==> src/fp_types.sv <==
//~~~~~~~~~~~~~~~~~~~~~~~~~~~~~~~~~~~~~~~~~~~~~~~~~~~~~~~~~~~~~~~~~~~~
// Shared types of the float32 execution unit.
//   fp_op_e      opcode set of the unit
//   fp_rm_e      rounding mode encodings
//   fp_flags_t   exception flags
//   fp_class_t   one-hot class mask
//   fp_ext_t     classified and split operand
// Also the canonical NaN and the register reset values.
//~~~~~~~~~~~~~~~~~~~~~~~~~~~~~~~~~~~~~~~~~~~~~~~~~~~~~~~~~~~~~~~~~~~~

package fp_types;

    typedef enum logic [3:0] {
        OP_SGNJ,
        OP_SGNJN,
        OP_SGNJX,
        OP_MIN,
        OP_MAX,
        OP_EQ,
        OP_LT,
        OP_LE,
        OP_CLASS,
        OP_MV_X2F,
        OP_MV_F2X,
        OP_CVT_W,
        OP_CVT_WU
    } fp_op_e;

    // Codes 5 and 6 are not named and fall back to RNE.
    typedef enum logic [2:0] {
        RM_RNE = 3'd0,
        RM_RTZ = 3'd1,
        RM_RDN = 3'd2,
        RM_RUP = 3'd3,
        RM_RMM = 3'd4,
        RM_DYN = 3'd7
    } fp_rm_e;

    typedef struct packed {
        logic nv;
        logic dz;
        logic of;
        logic uf;
        logic nx;
    } fp_flags_t;

    // Bit 0 is negative infinity, bit 9 is quiet NaN.
    typedef logic [9:0] fp_class_t;

    typedef struct packed {
        logic        sign;
        logic [7:0]  exponent;
        logic [23:0] mantissa;
        fp_class_t   classification;
        logic        is_nan;
        logic        is_snan;
    } fp_ext_t;

    localparam logic [31:0] CANON_NAN = 32'h7FC0_0000;

    localparam fp_rm_e    FRM_RESET   = RM_RNE;
    localparam fp_flags_t FLAGS_RESET = '0;

endpackage
==> src/fp_rnd_if.sv <==
//~~~~~~~~~~~~~~~~~~~~~~~~~~~~~~~~~~~~~~~~~~~~~~~~~~~~~~~~~~~~~~~~~~~~
// Rounder interface.
// Normalized value from the converter, rounded result to the hub.
//~~~~~~~~~~~~~~~~~~~~~~~~~~~~~~~~~~~~~~~~~~~~~~~~~~~~~~~~~~~~~~~~~~~~

`timescale 1ns/10ps

interface fp_rnd_if import fp_types::*; ();

    logic        valid;
    logic        sign;
    logic [7:0]  exponent;
    logic [31:0] mantissa;
    fp_rm_e      rm;

    logic        ready;
    logic [31:0] result;
    fp_flags_t   flags;

    modport cvt (output valid, sign, exponent, mantissa, rm);
    modport rnd (input valid, sign, exponent, mantissa, rm, output ready, result, flags);
    modport hub (input ready, result, flags);

endinterface

==> src/fp_unit.sv <==
//~~~~~~~~~~~~~~~~~~~~~~~~~~~~~~~~~~~~~~~~~~~~~~~~~~~~~~~~~~~~~~~~~~~~
// Float32 execution unit, top level.
// Hub, two classifiers, compare and min/max, integer conversion
// with its rounder, and the control registers.
//~~~~~~~~~~~~~~~~~~~~~~~~~~~~~~~~~~~~~~~~~~~~~~~~~~~~~~~~~~~~~~~~~~~~

`timescale 1ns/10ps

module fp_unit import fp_types::*; #(
    parameter int unsigned SHIFT_STEP = 4
) (
    input  logic        clock_i,
    input  logic        reset_i,
    input  logic        enable_i,
    input  fp_op_e      op_i,
    input  fp_rm_e      rm_i,
    input  logic [31:0] data1_i,
    input  logic [31:0] data2_i,
    input  logic        clear_i,
    input  logic        frm_we_i,
    input  fp_rm_e      frm_wdata_i,
    input  logic        fflags_clr_i,
    output logic [31:0] result_o,
    output fp_flags_t   flags_o,
    output logic        ready_o,
    output fp_rm_e      frm_o,
    output fp_flags_t   fflags_o
);

    logic [31:0] data1_g;
    logic [31:0] data2_g;
    fp_ext_t     ext1;
    fp_ext_t     ext2;
    logic [31:0] cmp_result;
    fp_flags_t   cmp_flags;
    logic        cvt_valid;
    logic        cvt_unsigned;
    fp_rm_e      cvt_rm;
    logic        accept;

    fp_rnd_if rnd_bus ();

    fp_hub u_hub (
        .enable_i       (enable_i),
        .op_i           (op_i),
        .rm_i           (rm_i),
        .data1_i        (data1_i),
        .data2_i        (data2_i),
        .clear_i        (clear_i),
        .frm_i          (frm_o),
        .ext1_i         (ext1),
        .ext2_i         (ext2),
        .cmp_result_i   (cmp_result),
        .cmp_flags_i    (cmp_flags),
        .data1_o        (data1_g),
        .data2_o        (data2_g),
        .cvt_valid_o    (cvt_valid),
        .cvt_unsigned_o (cvt_unsigned),
        .cvt_rm_o       (cvt_rm),
        .rnd            (rnd_bus.hub),
        .result_o       (result_o),
        .flags_o        (flags_o),
        .ready_o        (ready_o),
        .accept_o       (accept)
    );

    fp_ext u_ext1 (.data_i(data1_g), .ext_o(ext1));
    fp_ext u_ext2 (.data_i(data2_g), .ext_o(ext2));

    fp_cmp_max u_cmp_max (
        .op_i     (op_i),
        .data1_i  (data1_g),
        .data2_i  (data2_g),
        .ext1_i   (ext1),
        .ext2_i   (ext2),
        .result_o (cmp_result),
        .flags_o  (cmp_flags)
    );

    fp_cvt_i2f #(.SHIFT_STEP(SHIFT_STEP)) u_cvt_i2f (
        .clock_i    (clock_i),
        .reset_i    (reset_i),
        .clear_i    (clear_i),
        .valid_i    (cvt_valid),
        .unsigned_i (cvt_unsigned),
        .data_i     (data1_g),
        .rm_i       (cvt_rm),
        .rnd        (rnd_bus.cvt)
    );

    fp_rnd u_rnd (
        .clock_i (clock_i),
        .reset_i (reset_i),
        .clear_i (clear_i),
        .rnd     (rnd_bus.rnd)
    );

    fp_csr u_csr (
        .clock_i      (clock_i),
        .reset_i      (reset_i),
        .frm_we_i     (frm_we_i),
        .frm_wdata_i  (frm_wdata_i),
        .fflags_clr_i (fflags_clr_i),
        .accept_i     (accept),
        .flags_i      (flags_o),
        .frm_o        (frm_o),
        .fflags_o     (fflags_o)
    );

endmodule

==> src/fp_hub.sv <==
//~~~~~~~~~~~~~~~~~~~~~~~~~~~~~~~~~~~~~~~~~~~~~~~~~~~~~~~~~~~~~~~~~~~~
// Dispatch hub of the float32 unit.
// Gates operands, resolves the rounding mode, starts conversions
// and picks the result and flags that leave the unit.
//~~~~~~~~~~~~~~~~~~~~~~~~~~~~~~~~~~~~~~~~~~~~~~~~~~~~~~~~~~~~~~~~~~~~

`timescale 1ns/10ps

module fp_hub import fp_types::*; (
    input  logic        enable_i,
    input  fp_op_e      op_i,
    input  fp_rm_e      rm_i,
    input  logic [31:0] data1_i,
    input  logic [31:0] data2_i,
    input  logic        clear_i,
    input  fp_rm_e      frm_i,
    input  fp_ext_t     ext1_i,
    input  fp_ext_t     ext2_i,
    input  logic [31:0] cmp_result_i,
    input  fp_flags_t   cmp_flags_i,
    output logic [31:0] data1_o,
    output logic [31:0] data2_o,
    output logic        cvt_valid_o,
    output logic        cvt_unsigned_o,
    output fp_rm_e      cvt_rm_o,
    fp_rnd_if.hub       rnd,
    output logic [31:0] result_o,
    output fp_flags_t   flags_o,
    output logic        ready_o,
    output logic        accept_o
);

    logic is_cvt;

    assign data1_o = enable_i ? data1_i : '0;
    assign data2_o = enable_i ? data2_i : '0;

    assign is_cvt         = (op_i == OP_CVT_W) || (op_i == OP_CVT_WU);
    assign cvt_valid_o    = enable_i & is_cvt;
    assign cvt_unsigned_o = (op_i == OP_CVT_WU);
    assign cvt_rm_o       = (rm_i == RM_DYN) ? frm_i : rm_i;

    always_comb begin
        result_o = '0;
        flags_o  = '0;
        ready_o  = enable_i;

        if (enable_i) begin
            case (op_i)
                OP_SGNJ:  result_o = {ext2_i.sign, data1_o[30:0]};
                OP_SGNJN: result_o = {~ext2_i.sign, data1_o[30:0]};
                OP_SGNJX: result_o = {ext1_i.sign ^ ext2_i.sign, data1_o[30:0]};
                OP_MIN, OP_MAX, OP_EQ, OP_LT, OP_LE: begin
                    result_o = cmp_result_i;
                    flags_o  = cmp_flags_i;
                end
                OP_CLASS: result_o = {22'd0, ext1_i.classification};
                OP_MV_X2F, OP_MV_F2X: result_o = data1_o;
                OP_CVT_W, OP_CVT_WU: begin
                    // Held low until the rounder pulses.
                    ready_o = rnd.ready;
                    if (rnd.ready) begin
                        result_o = rnd.result;
                        flags_o  = rnd.flags;
                    end
                end
                default: ;
            endcase
        end

        if (clear_i) begin
            result_o = '0;
            flags_o  = '0;
            ready_o  = 1'b0;
        end
    end

    assign accept_o = ready_o & enable_i;

endmodule

==> src/fp_csr.sv <==
//~~~~~~~~~~~~~~~~~~~~~~~~~~~~~~~~~~~~~~~~~~~~~~~~~~~~~~~~~~~~~~~~~~~~
// Control registers: dynamic rounding mode and sticky flags.
//~~~~~~~~~~~~~~~~~~~~~~~~~~~~~~~~~~~~~~~~~~~~~~~~~~~~~~~~~~~~~~~~~~~~

`timescale 1ns/10ps

module fp_csr import fp_types::*; (
    input  logic      clock_i,
    input  logic      reset_i,
    input  logic      frm_we_i,
    input  fp_rm_e    frm_wdata_i,
    input  logic      fflags_clr_i,
    input  logic      accept_i,
    input  fp_flags_t flags_i,
    output fp_rm_e    frm_o,
    output fp_flags_t fflags_o
);

    always_ff @(posedge clock_i) begin
        if (reset_i) begin
            frm_o <= FRM_RESET;
        end else if (frm_we_i) begin
            frm_o <= frm_wdata_i;
        end
    end

    // Clear wins over the accumulate.
    always_ff @(posedge clock_i) begin
        if (reset_i || fflags_clr_i) begin
            fflags_o <= FLAGS_RESET;
        end else if (accept_i) begin
            fflags_o <= fflags_o | flags_i;
        end
    end

endmodule

==> src/fp_rnd.sv <==
//~~~~~~~~~~~~~~~~~~~~~~~~~~~~~~~~~~~~~~~~~~~~~~~~~~~~~~~~~~~~~~~~~~~~
// Float32 rounder.
// Rounds a left-aligned 32-bit mantissa to 24 bits, registered.
//~~~~~~~~~~~~~~~~~~~~~~~~~~~~~~~~~~~~~~~~~~~~~~~~~~~~~~~~~~~~~~~~~~~~

`timescale 1ns/10ps

module fp_rnd import fp_types::*; (
    input  logic  clock_i,
    input  logic  reset_i,
    input  logic  clear_i,
    fp_rnd_if.rnd rnd
);

    logic [23:0] keep;
    logic        guard;
    logic        sticky;
    logic        inexact;
    logic        round_up;
    logic [24:0] sum;
    logic [7:0]  exp_d;
    fp_flags_t   flags_d;

    logic        ready_q;
    logic [31:0] result_q;
    fp_flags_t   flags_q;

    assign keep    = rnd.mantissa[31:8];
    assign guard   = rnd.mantissa[7];
    assign sticky  = |rnd.mantissa[6:0];
    assign inexact = guard | sticky;

    always_comb begin
        case (rnd.rm)
            RM_RTZ:  round_up = 1'b0;
            RM_RDN:  round_up = inexact & rnd.sign;
            RM_RUP:  round_up = inexact & ~rnd.sign;
            RM_RMM:  round_up = guard;
            default: round_up = guard & (sticky | keep[0]);
        endcase
    end

    // Carry out of the mantissa moves up one binade.
    assign sum   = {1'b0, keep} + 25'(round_up);
    assign exp_d = sum[24] ? rnd.exponent + 8'd1 : rnd.exponent;

    always_comb begin
        flags_d    = '0;
        flags_d.nx = inexact;
    end

    always_ff @(posedge clock_i) begin
        if (reset_i || clear_i) begin
            ready_q <= 1'b0;
        end else begin
            ready_q <= rnd.valid;
        end
    end

    always_ff @(posedge clock_i) begin
        if (rnd.valid) begin
            result_q <= {rnd.sign, exp_d, sum[22:0]};
            flags_q  <= flags_d;
        end
    end

    assign rnd.ready  = ready_q;
    assign rnd.result = result_q;
    assign rnd.flags  = flags_q;

endmodule

==> src/fp_cvt_i2f.sv <==
//~~~~~~~~~~~~~~~~~~~~~~~~~~~~~~~~~~~~~~~~~~~~~~~~~~~~~~~~~~~~~~~~~~~~
// Integer to float32 normalizer.
// Shifts the magnitude left until bit 31 is set, then hands the
// sign, biased exponent and aligned mantissa to the rounder.
//~~~~~~~~~~~~~~~~~~~~~~~~~~~~~~~~~~~~~~~~~~~~~~~~~~~~~~~~~~~~~~~~~~~~

`timescale 1ns/10ps

module fp_cvt_i2f import fp_types::*; #(
    parameter int unsigned SHIFT_STEP = 4
) (
    input  logic        clock_i,
    input  logic        reset_i,
    input  logic        clear_i,
    input  logic        valid_i,
    input  logic        unsigned_i,
    input  logic [31:0] data_i,
    input  fp_rm_e      rm_i,
    fp_rnd_if.cvt       rnd
);

    typedef enum logic [1:0] {ST_IDLE, ST_NORM, ST_DONE} state_e;

    state_e      state_q;
    logic        valid_q;
    logic        sign_q;
    logic [7:0]  exp_q;
    logic [31:0] mant_q;
    fp_rm_e      rm_q;
    logic        neg;

    assign neg = ~unsigned_i & data_i[31];

    // Control state.
    always_ff @(posedge clock_i) begin
        if (reset_i || clear_i) begin
            state_q <= ST_IDLE;
            valid_q <= 1'b0;
        end else begin
            valid_q <= 1'b0;
            case (state_q)
                ST_IDLE: if (valid_i) state_q <= ST_NORM;
                ST_NORM: begin
                    if (mant_q == '0 || mant_q[31]) begin
                        valid_q <= 1'b1;
                        state_q <= ST_DONE;
                    end
                end
                ST_DONE: if (!valid_i) state_q <= ST_IDLE;
                default: state_q <= ST_IDLE;
            endcase
        end
    end

    // Datapath, 158 is the bias plus 31.
    always_ff @(posedge clock_i) begin
        if (state_q == ST_IDLE && valid_i) begin
            sign_q <= neg;
            rm_q   <= rm_i;
            mant_q <= neg ? -data_i : data_i;
            exp_q  <= (data_i == '0) ? 8'd0 : 8'd158;
        end else if (state_q == ST_NORM && mant_q != '0 && !mant_q[31]) begin
            if (mant_q[31 -: SHIFT_STEP] == '0) begin
                mant_q <= mant_q << SHIFT_STEP;
                exp_q  <= exp_q - 8'(SHIFT_STEP);
            end else begin
                mant_q <= mant_q << 1;
                exp_q  <= exp_q - 8'd1;
            end
        end
    end

    assign rnd.valid    = valid_q;
    assign rnd.sign     = sign_q;
    assign rnd.exponent = exp_q;
    assign rnd.mantissa = mant_q;
    assign rnd.rm       = rm_q;

endmodule

==> src/fp_cmp_max.sv <==
//~~~~~~~~~~~~~~~~~~~~~~~~~~~~~~~~~~~~~~~~~~~~~~~~~~~~~~~~~~~~~~~~~~~~
// Float32 compare (EQ, LT, LE) and MIN/MAX.
//~~~~~~~~~~~~~~~~~~~~~~~~~~~~~~~~~~~~~~~~~~~~~~~~~~~~~~~~~~~~~~~~~~~~

`timescale 1ns/10ps

module fp_cmp_max import fp_types::*; (
    input  fp_op_e      op_i,
    input  logic [31:0] data1_i,
    input  logic [31:0] data2_i,
    input  fp_ext_t     ext1_i,
    input  fp_ext_t     ext2_i,
    output logic [31:0] result_o,
    output fp_flags_t   flags_o
);

    logic [30:0] mag1;
    logic [30:0] mag2;
    logic        any_nan;
    logic        both_nan;
    logic        any_snan;
    logic        both_zero;
    logic        lt_total;
    logic        lt;
    logic        eq;

    assign mag1      = {ext1_i.exponent, ext1_i.mantissa[22:0]};
    assign mag2      = {ext2_i.exponent, ext2_i.mantissa[22:0]};
    assign any_nan   = ext1_i.is_nan | ext2_i.is_nan;
    assign both_nan  = ext1_i.is_nan & ext2_i.is_nan;
    assign any_snan  = ext1_i.is_snan | ext2_i.is_snan;
    assign both_zero = (ext1_i.classification[3] | ext1_i.classification[4]) &
                       (ext2_i.classification[3] | ext2_i.classification[4]);

    // Total order on non-NaN values, -0 sits below +0.
    always_comb begin
        if (ext1_i.sign != ext2_i.sign) begin
            lt_total = ext1_i.sign;
        end else if (ext1_i.sign) begin
            lt_total = (mag1 > mag2);
        end else begin
            lt_total = (mag1 < mag2);
        end
    end

    // Compares see both zeros as equal.
    assign lt = lt_total & ~both_zero;
    assign eq = (data1_i == data2_i) | both_zero;

    always_comb begin
        result_o = '0;
        flags_o  = '0;
        case (op_i)
            OP_EQ: begin
                result_o = {31'd0, eq & ~any_nan};
                flags_o.nv = any_snan;
            end
            OP_LT: begin
                result_o = {31'd0, lt & ~any_nan};
                flags_o.nv = any_nan;
            end
            OP_LE: begin
                result_o = {31'd0, (lt | eq) & ~any_nan};
                flags_o.nv = any_nan;
            end
            OP_MIN, OP_MAX: begin
                flags_o.nv = any_snan;
                if (both_nan) begin
                    result_o = CANON_NAN;
                end else if (ext1_i.is_nan) begin
                    result_o = data2_i;
                end else if (ext2_i.is_nan) begin
                    result_o = data1_i;
                end else if ((op_i == OP_MIN) == lt_total) begin
                    result_o = data1_i;
                end else begin
                    result_o = data2_i;
                end
            end
            default: ;
        endcase
    end

endmodule

==> src/fp_ext.sv <==
//~~~~~~~~~~~~~~~~~~~~~~~~~~~~~~~~~~~~~~~~~~~~~~~~~~~~~~~~~~~~~~~~~~~~
// Float32 operand classifier.
// Splits the fields, restores the hidden bit and builds the class mask.
//~~~~~~~~~~~~~~~~~~~~~~~~~~~~~~~~~~~~~~~~~~~~~~~~~~~~~~~~~~~~~~~~~~~~

`timescale 1ns/10ps

module fp_ext import fp_types::*; (
    input  logic [31:0] data_i,
    output fp_ext_t     ext_o
);

    logic        sign;
    logic [7:0]  exp_f;
    logic [22:0] frac_f;
    logic        exp_zero;
    logic        exp_ones;
    logic        frac_zero;

    assign sign      = data_i[31];
    assign exp_f     = data_i[30:23];
    assign frac_f    = data_i[22:0];
    assign exp_zero  = (exp_f == 8'h00);
    assign exp_ones  = (exp_f == 8'hFF);
    assign frac_zero = (frac_f == '0);

    always_comb begin
        ext_o.sign     = sign;
        ext_o.exponent = exp_f;
        ext_o.mantissa = {~exp_zero, frac_f};
        ext_o.is_nan   = exp_ones & ~frac_zero;
        // Signaling when the top fraction bit is clear.
        ext_o.is_snan  = exp_ones & ~frac_zero & ~frac_f[22];

        ext_o.classification[0] = sign & exp_ones & frac_zero;
        ext_o.classification[1] = sign & ~exp_zero & ~exp_ones;
        ext_o.classification[2] = sign & exp_zero & ~frac_zero;
        ext_o.classification[3] = sign & exp_zero & frac_zero;
        ext_o.classification[4] = ~sign & exp_zero & frac_zero;
        ext_o.classification[5] = ~sign & exp_zero & ~frac_zero;
        ext_o.classification[6] = ~sign & ~exp_zero & ~exp_ones;
        ext_o.classification[7] = ~sign & exp_ones & frac_zero;
        ext_o.classification[8] = exp_ones & ~frac_zero & ~frac_f[22];
        ext_o.classification[9] = exp_ones & frac_f[22];
    end

endmodule

==> config.mk <==
export PLATFORM = sky130hd
export DESIGN_NAME = fp_unit
export DESIGN_NICKNAME = d
export VERILOG_FILES = /design/src/fp_types.sv /design/src/fp_rnd_if.sv /design/src/fp_unit.sv /design/src/fp_hub.sv /design/src/fp_csr.sv /design/src/fp_rnd.sv /design/src/fp_cvt_i2f.sv /design/src/fp_cmp_max.sv /design/src/fp_ext.sv
export SDC_FILE = /design/constraint.sdc
export NUM_CORES = 1
export LEC_CHECK = 0
export BUFFER_PORTS_ARGS = -buffer_cell sky130_fd_sc_hd__clkbuf_2
export CORE_ASPECT_RATIO = 1.5
export CORE_MARGIN = 2
export CORE_UTILIZATION = 40
export CTS_BUF_LIST = sky130_fd_sc_hd__clkbuf_4 sky130_fd_sc_hd__clkbuf_8
export DETAILED_ROUTE_END_ITERATION = 10
export GPL_ROUTABILITY_DRIVEN = 0
export GPL_TIMING_DRIVEN = 0
export REMOVE_ABC_BUFFERS = 1
export SYNTH_ARGS = -nofsm -noshare
export SYNTH_HDL_FRONTEND = slang
export SYNTH_SLANG_ARGS = --single-unit
==> constraint.sdc <==
create_clock -name clock_i -period 7.43 [get_ports clock_i]
set_clock_uncertainty 0.1 [all_clocks]
set_input_delay 1.1145 -clock clock_i [delete_from_list [all_inputs] [get_ports clock_i]]
set_output_delay 1.1145 -clock clock_i [all_outputs]
set_load 0.02 [all_outputs]
==> results of run 1 <==
cells in the final DEF (no fill, tap or decap), types with 5 or more instances in the layout:
master	netlist	routed
nand2_1	150	150
clkbuf_2	0	118
edfxtp_1	77	77
nor2_1	66	66
inv_1	53	52
xnor2_1	47	47
a21oi_1	44	43
o21ai_0	39	39
nand3_1	37	36
ha_1	31	31
nor4_1	25	24
a31oi_1	24	24
xor2_1	22	22
and3_1	16	16
nor3_1	15	15
and2_1	13	13
mux2i_1	13	13
a22oi_1	13	13
a221o_1	13	13
clkbuf_8	0	11
o221ai_2	10	10
a21o_1	9	9
nand4_1	9	9
dfxtp_1	9	8
o31ai_1	6	6
o21a_1	6	6
a311o_1	6	6
conb_1	1	6
a32oi_1	5	5
worst max path at each step:
stage	depth (start not counted)	slack, ns	startpoint	end
after detailed placement	14	-0.58	enable_i	result_o[10]
after global placement	14	-1.19	enable_i	result_o[10]
after CTS	14	0.29	enable_i	result_o[10]
after global routing	14	0.25	enable_i	result_o[9]
after floorplan	13	1.70	data1_i[24]	result_o[10]
final	14	0.47	enable_i	result_o[10]
repair_timing:
| action | in CTS | in global routing |
|---|---|---|
| gates resized for setup | 4 | 1 |
| pin swaps | 0 | 0 |
| endpoints found under the setup margin | 26 | 13 |
layer usage:
layer  GRT usage, %  up-vias  part of all wire (%)  wire length (um)
met5              0        -                     0                 0
met4          13.88        0                   5.4              1311
met3          1.948       64                   4.9              1196
met2          41.85      278                    49             12020
met1          30.50     3437                    41              9922
li1               -     3431                     -                 -
synth_stat cells, drive strengths merged (3+ instances only):
cell type and count:
nand2 150, edfxtp 77, nor2 66, inv 53, xnor2 47, clkbuf 46, a21oi 44, o21ai 42
nand3 37, ha 31, nor4 25, a31oi 24, buf 23, xor2 22, nor3 17, and3 16
mux2i 15, a221o 13, a22oi 13, and2 13, o221ai 13, a21o 9, dfxtp 9, nand4 9
a311o 6, o21a 6, o31ai 6, a32oi 5, a211oi 4, nand2b 4, nor2b 4, or4 4
a222oi 3, a41oi 3, and4 3, nand3b 3, nand4b 3
cell families after synthesis:
kind of cell,count (synthesis),share of synthesized area [%]
adders and majority gates,31,5.207
buffers and inverters,124,6.752
other,1,0.05034
DFF,86,33.46
xor gates and xnor gates,69,8.112
AOI/OAI and AO/OA,216,21.16
and+or+nand+nor,363,23.03
muxes,15,2.234
through the flow:
step	instance area (um^2)	utilization (%)	setup slack, ns	hold WS, ns	TNS (ns)
floorplan	7172	-	1.696	0.3476	0
finish	8386	45.59	0.4685	0.3718	0
CTS	8379	45.55	0.2944	0.3770	0
global route	8386	45.59	0.2484	0.4111	0
global placement	8083	43.94	-1.190	0.3496	-42.93
detailed placement	8130	44.20	-0.5831	0.3562	-8.443
area by class of cell:
type	count	area (um^2)	area share, %
multi-input cells	700	4508	53.76
clock inverters	5	82.58	0.9848
inverters	55	206.4	2.462
well taps	252	315.3	3.760
flip-flops and latches	86	2494	29.74
clock buffers	11	145.1	1.731
repair buffers	123	634.4	7.565
state kept, by name, indices dropped and copies added, names as in the netlist:
register                count
u_csr.frm_o                 3
u_cvt_i2f.rnd.mantissa     32
u_rnd.rnd.result           32
u_cvt_i2f.rnd.valid         1
u_cvt_i2f.state_q           2
u_csr.fflags_o              2
u_rnd.rnd.flags             1
u_cvt_i2f.rnd.exponent      8
u_cvt_i2f.rnd.rm            3
u_rnd.rnd.ready             1
u_cvt_i2f.rnd.sign          1
critical path: stages:
cell	delay [ns]
clkbuf_8	0.39
nand2_1	0.24
inv_1	0.27
ha_1	0.31
a21o_1	0.20
a2111oi_2	0.63
a21o_1	0.26
a31oi_1	0.07
nor3_2	0.37
mux2i_4	0.37
mux2i_4	0.55
o32a_2	0.53
o221ai_1	0.21
clkbuf_2	0.20
report_power, final:
part / total, W / switching (W) / leakage (nW) / internal [W]
registers: 0.000541 / 0.00000906 / 0.773 / 0.000532
clock network: 0.000373 / 0.000169 / 0.117 / 0.000204
logic: 0.000260 / 0.000168 / 2.42 / 0.0000924
total: 0.00117 / 0.000346 / 3.31 / 0.000828
==> results.py, run 1 <==
metrics = {
    "run": {
        "cap_viol_max_count": 0,
    },
    "routing": {
        "drt_wl_total_um": 24450,
        "drc": 0,
        "drt-pass1-iter-count": 8,
        "first_iter_violations": 584,
        "drt-wirelength-per-cell_um": 19.85,
        "via_count": 7210,
        "drtAntennaViolNets": 0,
        "via_per_inst": 5.852,
    },
    "clock_tree": {
        "numCtsBuffers": 9,
        "worstSkewPairLatency_ns": 0.37,
        "cts_tree": "built",
        "holdBufCountCts": 0,
        "htreeDepth": 3,
        "cts-root-buf": "clkbuf_8",
        "clock-sinks": 86,
        "clockBufferDepth": 2,
        "cts_setup_buffers": 0,
        "clk_pin_slew_ns": 0.08,
    },
    "timing": {
        "rsz0062_at_grt": "false",
        "finalHoldViolCount": 0,
        "slew_headroom_pct": 8.426,
        "post-route-period-util_pct": 93.69,
        "drv_slew": 0,
        "worstMarginPinSlew_ns": 1.361,
        "period_needed_ns": 6.962,
        "max_freq_mhz": 143.6,
        "setup_viol": 0,
    },
    "setup_path": {
        "worstPathArrival_ns": 5.75,
        "endpoint_kind": "output port",
        "start_kind": "input pin",
        "timing.rr.start": "u_cvt_i2f.state_q[0]",
        "r2r_end": "u_cvt_i2f.rnd.mantissa[22]",
        "reg2regPathDepth": 4,
        "r2r_setup_slack_ns": 3.48,
        "path_class": "in2out",
        "crit_fanout": 85,
        "cp.required_ns": 6.22,
    },
    "worst_hold_path": {
        "holdPathStages": 1,
        "hold_path.startpoint": "u_csr.fflags_o[0]",
        "min_to": "u_csr.fflags_o[0]",
        "hold_path_class": "reg2reg",
    },
    "floorplan": {
        "dieHeight_um": 171.1,
        "chipWidth_um": 115.4,
        "io_pins": 126,
        "rows": 61,
        "initial_core_util_pct": 40.50,
        "core_area_um2": 18390,
        "die-area_um2": 19750,
    },
    "placed_design": {
        "place.port_buffers": 119,
        "place_inst": 1216,
        "dp_hpwl_um": 18790,
    },
    "power_and_ir_drop": {
        "power.density_nw_per_um2": 140.1,
        "leakagePower_nw": 3.312,
        "max-vdd-ir-drop_mv": 0.09250,
        "finalPower_w": 0.001175,
    },
    "logic_synthesis": {
        "synth-seq-cells": 86,
        "syn_area_um2": 7450,
        "postSynthCellCount": 905,
        "ys_async_sr_fraction_pct": 0,
        "synth_top_area_share_pct": 31.04,
        "ys_seq_area_share_pct": 33.46,
        "yosysTopAreaCell": "edfxtp_1",
        "synth.distinct_cells": 75,
        "yosysWarnings": 0,
        "ys_top_cells_by_area": "edfxtp_1, nand2_1, xnor2_1, ha_1, nor2_1",
        "synth_edf_count": 77,
        "syn_avg_cell_area_um2": 8.232,
        "synth-main-ff-cell": "edfxtp_1",
    },
    "global_routing": {
        "grt_pass1_vias": 6873,
        "grt_max_degree": 86,
        "grt_usage_pct": 24.65,
        "grt_overflow": 0,
        "grt_pass1_wl_um": 37470,
        "antenna_found_initial": 0,
    },
    "layout": {
        "fin_nets": 1086,
        "antenna_cells": 0,
        "syn_to_final_growth_pct": 12.56,
        "layout.cells.non_filler": 1232,
        "n_fill_cell": 1917,
        "drive_above_1_share_pct": 17.04,
    },
    "run_status": {
        "status": "completed",
    },
}
No activity file was read; power rests on OpenSTA's default activity.
==> run 2, diff against run 1 <==
--- a/config.mk
+++ b/config.mk
@@ -5,6 +5,7 @@
 export SDC_FILE = /design/constraint.sdc
 export NUM_CORES = 1
 export LEC_CHECK = 0
+export ABC_AREA = 1
 export BUFFER_PORTS_ARGS = -buffer_cell sky130_fd_sc_hd__clkbuf_2
 export CORE_ASPECT_RATIO = 1.5
 export CORE_MARGIN = 2
==> run 2 against run 1 <==
- sequential share of layout area fell by 1.4 points
- final area rose by 5.0%
- cell count rose by 18%
- largest power group unchanged
- highest routed layer unchanged
==> results.py, run 2 <==
metrics = {
    "setup_path": {
        "start_kind": "input pin",
        "cp.required_ns": 6.22,
        "crit_path_top_delay_cell": "clkbuf_4",
        "crit_top_cell": "nand2_1",
        "endpoint_kind": "output port",
        "cp_cell_sequence": "clkbuf_4 -> nand2_1 -> inv_2 -> ha_1 -> nand2_1 -> nor2_1 -> nand2_1 -> nor2_1 -> nand2_1 -> nor3_1 -> and2_0 -> nor2_1 -> nand2_1 -> nand3_2 -> nand3_2 -> nand3_4 -> nand2_4 -> inv_2 -> nand2_1 -> nand3_1 -> a21oi_1 -> clkbuf_2",
        "crit_fanout": 72,
        "worstPathArrival_ns": 5.81,
        "reg2regPathDepth": 6,
        "path_class": "in2out",
        "crit_family": "simple AND/OR/NAND/NOR gates",
        "cpPeakStageDelay_ns": 0.67,
        "cp.depth": 22,
        "path_buf_inv": 4,
    },
    "routing": {
        "drt_wl_total_um": 24720,
        "met1_length_um": 10270,
        "first_iter_violations": 693,
        "drtAntennaViolNets": 0,
        "drc": 0,
        "wl_met2_um": 12190,
        "wl_met3_um": 1406,
        "via_count": 7894,
        "via_per_inst": 5.418,
        "highest_layer": "met4",
        "drt-wirelength-per-cell_um": 16.96,
        "drt-pass1-iter-count": 6,
    },
    "logic_synthesis": {
        "synth-main-ff-cell": "edfxtp_1",
        "ys_async_sr_fraction_pct": 0,
        "ys_top_cells_by_area": "edfxtp_1, nand2_1, inv_1, nand3_1, ha_1",
        "yosysWarnings": 0,
        "yosys-top-cells-count": "nand2_1, inv_1, nor2_1",
        "yosysMostFrequentCell": "nand2_1",
        "postSynthCellCount": 1101,
        "yosysTopAreaCell": "edfxtp_1",
        "syn_area_um2": 7817,
        "synth_top_area_share_pct": 29.58,
        "synth.distinct_cells": 56,
        "ys_seq_area_share_pct": 31.88,
        "synth-seq-cells": 86,
        "synth_edf_count": 77,
        "syn_avg_cell_area_um2": 7.100,
    },
    "timing": {
        "rsz0062_at_grt": "false",
        "period_needed_ns": 7.022,
        "drv_slew": 0,
        "slew_headroom_pct": 5.135,
        "max_freq_mhz": 142.4,
        "setup_viol": 0,
        "holdWs_ns": 0.3902,
        "post-route-period-util_pct": 94.51,
        "worstMarginPinSlew_ns": 1.419,
        "finalHoldViolCount": 0,
    },
    "clock_tree": {
        "post_cts_resized": 0,
        "clock-sinks": 86,
        "cts-root-buf": "clkbuf_8",
        "worstSkewPairLatency_ns": 0.37,
        "holdBufCountCts": 0,
        "numCtsBuffers": 9,
        "htreeDepth": 3,
        "clk_pin_slew_ns": 0.08,
        "cts_setup_buffers": 0,
        "cts_tree": "built",
        "clockBufferDepth": 2,
    },
    "global_routing": {
        "grt_max_degree": 73,
        "grt_pass1_wl_um": 38380,
        "grt_usage_pct": 23.50,
        "grt_pass1_vias": 7456,
        "antenna_found_initial": 0,
        "grt_overflow": 0,
    },
    "layout": {
        "antenna_cells": 0,
        "layout_common_cells": "nand2_1, inv_1, clkbuf_2",
        "fin_nets": 1307,
        "drive_above_1_share_pct": 16.99,
        "final_common_cell": "nand2_1",
        "syn_to_final_growth_pct": 12.58,
    },
    "run": {
        "cap_viol_max_count": 0,
    },
    "power_and_ir_drop": {
        "max-vdd-ir-drop_mv": 0.09025,
        "leakagePower_nw": 3.942,
        "finalPower_w": 0.001238,
        "power.density_nw_per_um2": 140.6,
    },
    "worst_hold_path": {
        "hold_path_class": "reg2reg",
        "holdPathStages": 2,
    },
    "floorplan": {
        "chipWidth_um": 118.1,
        "die-area_um2": 20700,
        "io_pins": 126,
        "initial_core_util_pct": 40.80,
        "dieHeight_um": 175.2,
        "rows": 62,
        "core_area_um2": 19160,
    },
    "placed_design": {
        "dp_hpwl_um": 19540,
        "place.port_buffers": 119,
    },
    "run_status": {
        "status": "completed",
    },
}
==> run 2: cell families (layout without fill, tap and decap cells) <==
kind of cell | count (synthesis) | count (layout) | share of synthesized area, %
compound gates | 206 | 206 | 15.64
xor+xnor | 41 | 41 | 4.594
fa+ha+maj | 31 | 31 | 4.962
buf+inv | 207 | 302 | 11.38
flops | 86 | 86 | 31.88
other cells | 1 | 6 | 0.04797
simple gates | 529 | 529 | 31.50
==> run 2: final timing paths <==
kind	startpoint	to	slack (ns)
worst max-delay path	enable_i	result_o[9]	0.41
worst min-delay path	u_csr.fflags_o[0]	u_csr.fflags_o[0]	0.39
worst max register to register	u_cvt_i2f.state_q[0]	u_cvt_i2f.rnd.mantissa[31]	3.82
worst min register to register	u_csr.fflags_o[0]	u_csr.fflags_o[0]	0.39
==> run 2: metal layers <==
metal  global-route usage (%)  vias up
met5                        0        -
met4                    10.19        0
met3                    2.905       55
met2                    40.56      279
met1                    29.36     3653
li1                         -     3907
==> run 2: through the flow <==
step,util [%],std cells,TNS (ns),area (um^2),setup WS (ns)
CTS,45.92,1457,0,8798,0.4881
finish,45.93,1457,0,8801,0.4078
global route,45.93,1457,0,8801,0.02082
global placement,44.27,1439,-1.137,8482,-0.1344
detailed placement,44.66,1441,0,8557,0.4929
floorplan,-,1064,0,7566,2.512
==> run 2: cell type report <==
type	instances	area, um^2
Fill cell	2033	10360
Multi-Input combinational cell	813	4473
Timing Repair Buffer	121	653.1
Inverter	165	619.3
Tap cell	256	320.3
Clock buffer	12	146.4
Sequential cell	86	2494
Clock inverter	4	95.09
==> run 2: report_power, final <==
group / internal, W / switching [W] / total [W]
Clock: 0.000234 / 0.000165 / 0.000399
Sequential: 0.000533 / 0.00000672 / 0.000540
Combinational: 0.0000917 / 0.000207 / 0.000299
==> run 2: worst register-to-register path, cell delays in order, from the launching register on <==
cell     delay [ns]
dfxtp_1        0.30
inv_1          0.08
nand3_1        0.97
nand2_1        1.15
inv_1          0.32
a22oi_1        0.22
o21ai_0        0.17
==> run 3, diff against run 2 <==
--- a/config.mk
+++ b/config.mk
@@ -6,12 +6,12 @@
 export NUM_CORES = 1
 export LEC_CHECK = 0
 export ABC_AREA = 1
-export BUFFER_PORTS_ARGS = -buffer_cell sky130_fd_sc_hd__clkbuf_2
 export CORE_ASPECT_RATIO = 1.5
 export CORE_MARGIN = 2
 export CORE_UTILIZATION = 40
 export CTS_BUF_LIST = sky130_fd_sc_hd__clkbuf_4 sky130_fd_sc_hd__clkbuf_8
 export DETAILED_ROUTE_END_ITERATION = 10
+export DONT_BUFFER_PORTS = 1
 export GPL_ROUTABILITY_DRIVEN = 0
 export GPL_TIMING_DRIVEN = 0
 export REMOVE_ABC_BUFFERS = 1
==> run 3 against run 2 <==
- power down 4.6%
- clock power down 5.3%
- largest cell class unchanged
- via count fell by 5.0%
- utilization down 3.2 points
- count of clock-buffer cells in the layout fell by 2
- sequential share of layout area up 2.1 points
- cell count is 8.1% lower
- sequential power about the same
==> results.py, run 3 (synthesis results as in run 2) <==
metrics = {
    "routing": {
        "drt_wl_total_um": 24850,
        "via_per_inst": 5.600,
        "drt-pass1-iter-count": 5,
        "drt-wirelength-per-cell_um": 18.56,
        "first_iter_violations": 686,
        "via_count": 7499,
        "drc": 0,
        "drtAntennaViolNets": 0,
    },
    "setup_path": {
        "cp_cell_sequence": "nand2_1 -> inv_2 -> ha_1 -> nand2_1 -> nor2_1 -> nand2_1 -> nor2_1 -> nand2_1 -> nor3_1 -> and2_0 -> nor2_1 -> nand2_1 -> nand3_2 -> nand3_2 -> nand3_4 -> nand2_4 -> inv_2 -> nand2_1 -> nand3_1 -> a21oi_1",
        "r2r_end": "u_rnd.rnd.result[29]",
        "cpPeakStageDelay_ns": 0.54,
        "crit_fanout": 72,
        "worstPathArrival_ns": 5.08,
        "r2r_setup_slack_ns": 3.80,
        "start_kind": "input pin",
        "crit_top_cell": "nand2_1",
        "reg2regPathDepth": 20,
        "startpoint": "enable_i",
        "endpoint_kind": "output port",
        "path_class": "in2out",
        "critical_path.endpoint": "result_o[9]",
        "crit_path_top_delay_cell": "a21oi_1",
        "cp.required_ns": 6.22,
        "timing.rr.start": "u_cvt_i2f.rnd.sign",
    },
    "layout": {
        "antenna_cells": 0,
        "ff_latch_area_um2": 2494,
        "syn_to_final_growth_pct": 4.834,
        "fin_nets": 1189,
        "final_common_cell": "nand2_1",
        "n_fill_cell": 2061,
        "layout_common_cells": "nand2_1, inv_1, nor2_1",
        "multi_input_area_um2": 4473,
        "drive_above_1_share_pct": 7.941,
        "fin_area_um2": 8195,
    },
    "timing": {
        "setup_tns_ns": 0,
        "slew_headroom_pct": 34.62,
        "finalHoldViolCount": 0,
        "max_freq_mhz": 159.0,
        "worstMarginPinSlew_ns": 0.9797,
        "rsz0062_at_grt": "false",
        "holdWs_ns": 0.4037,
        "drv_slew": 0,
        "period_needed_ns": 6.291,
        "setup_viol": 0,
        "post-route-period-util_pct": 84.67,
        "setup_ws_ns": 1.139,
    },
    "clock_tree": {
        "clock-sinks": 86,
        "cts_setup_buffers": 0,
        "numCtsBuffers": 9,
        "cts-root-buf": "clkbuf_8",
        "clk_pin_slew_ns": 0.09,
        "cts_tree": "built",
        "clockBufferDepth": 2,
        "holdBufCountCts": 0,
        "worstSkewPairLatency_ns": 0.37,
        "htreeDepth": 3,
        "post_cts_resized": 0,
    },
    "power_and_ir_drop": {
        "power.internal_w": 0.0008083,
        "swShare_pct": 31.55,
        "leakagePower_nw": 3.421,
        "power.density_nw_per_um2": 144.1,
        "finalPower_w": 0.001181,
        "power_frac_seq_pct": 45.8,
        "p_sw_w": 0.0003726,
        "pwr-share-comb_pct": 22.1,
        "clockPowerShare_pct": 32.0,
        "max-vdd-ir-drop_mv": 0.08227,
    },
    "floorplan": {
        "dieHeight_um": 175.2,
        "io_pins": 126,
        "chipWidth_um": 118.1,
        "rows": 62,
        "initial_core_util_pct": 40.80,
        "core_area_um2": 19160,
        "die-area_um2": 20700,
    },
    "global_routing": {
        "grt_usage_pct": 23.71,
        "grt_max_degree": 73,
        "grt_pass1_wl_um": 38320,
        "antenna_found_initial": 0,
        "grt_pass1_vias": 7178,
        "grt_overflow": 0,
    },
    "run": {
        "cap_viol_max_count": 0,
    },
    "placed_design": {
        "pre_cts_ws_ns": 1.301,
        "place.port_buffers": 0,
        "dp_hpwl_um": 19390,
        "dpl-instance-area_um2": 7946,
    },
    "run_status": {
        "status": "completed",
    },
    "worst_hold_path": {
        "hold_path_class": "reg2reg",
    },
}
==> run 3: cell types whose count changed in the layout (fill, tap and decap cells not counted), sizes merged <==
cell / change
clkinvlp: +1
inv: +1
buf: +1
clkbuf: -121
clkinv: +1
bufinv: -1
==> run 3: how the worst min path moves through the flow <==
| stage | from | to | slack [ns] | cells past startpoint |
|---|---|---|---|---|
| 2_1_floorplan | u_cvt_i2f.rnd.sign | u_rnd.rnd.result[31] | 0.35 | 0 |
| 3_3_place_gp | u_cvt_i2f.state_q[1] | u_cvt_i2f.state_q[1] | 0.38 | 2 |
| 3_5_place_dp | u_cvt_i2f.state_q[1] | u_cvt_i2f.state_q[1] | 0.39 | 2 |
| 4_1_cts | u_cvt_i2f.state_q[1] | u_cvt_i2f.state_q[1] | 0.40 | 2 |
| 5_1_grt | u_cvt_i2f.state_q[1] | u_cvt_i2f.state_q[1] | 0.46 | 2 |
| 6_report | u_cvt_i2f.state_q[1] | u_cvt_i2f.state_q[1] | 0.40 | 2 |
==> run 3: layout make-up <==
cell class	instances	share of cell area, %
inverter	165	7.557
timing repair buffer	3	0.7023
clock inverter	6	1.145
clock buffer	10	1.679
sequential	86	30.43
multi-input combinational	813	54.58
tap	256	3.908
==> run 3: worst max-delay path: cells and delay by family <==
| family | cells | cell delay (ns) |
|---|---|---|
| AND/OR/NAND/NOR | 16 | 2.55 |
| AO/OA/AOI/OAI | 1 | 0.54 |
| buffers and inverters | 2 | 0.46 |
| adder cells (fa/ha/maj) | 1 | 0.33 |
==> run 3: metal layers <==
metal	global-route usage, %	vias to the layer above	routed length [um]	part of all wire (%)
met1	28.11	3506	9943	40
met2	40.85	273	12110	49
li1	-	3659	-	-
met4	11.30	0	1082	4.4
met3	4.732	61	1708	6.9
met5	0	-	0	0
==> run 3: power groups by stage <==
stage	Sequential (W)	Clock, W	Combinational, W
floorplan	0.000550	0	0.000187
global placement	0.000552	0	0.000252
detailed placement	0.000552	0	0.000256
CTS	0.000541	0.000388	0.000258
global route	0.000542	0.000408	0.000291
finish	0.000541	0.000378	0.000262
==> run 3: metrics by stage <==
| step | utilization, % | cells |
|---|---|---|
| 2_1_floorplan | - | 1064 |
| 3_3_place_gp | 41.16 | 1320 |
| 3_5_place_dp | 41.47 | 1322 |
| 4_1_cts | 42.68 | 1338 |
| 5_1_grt | 42.77 | 1339 |
| 6_report | 42.77 | 1339 |
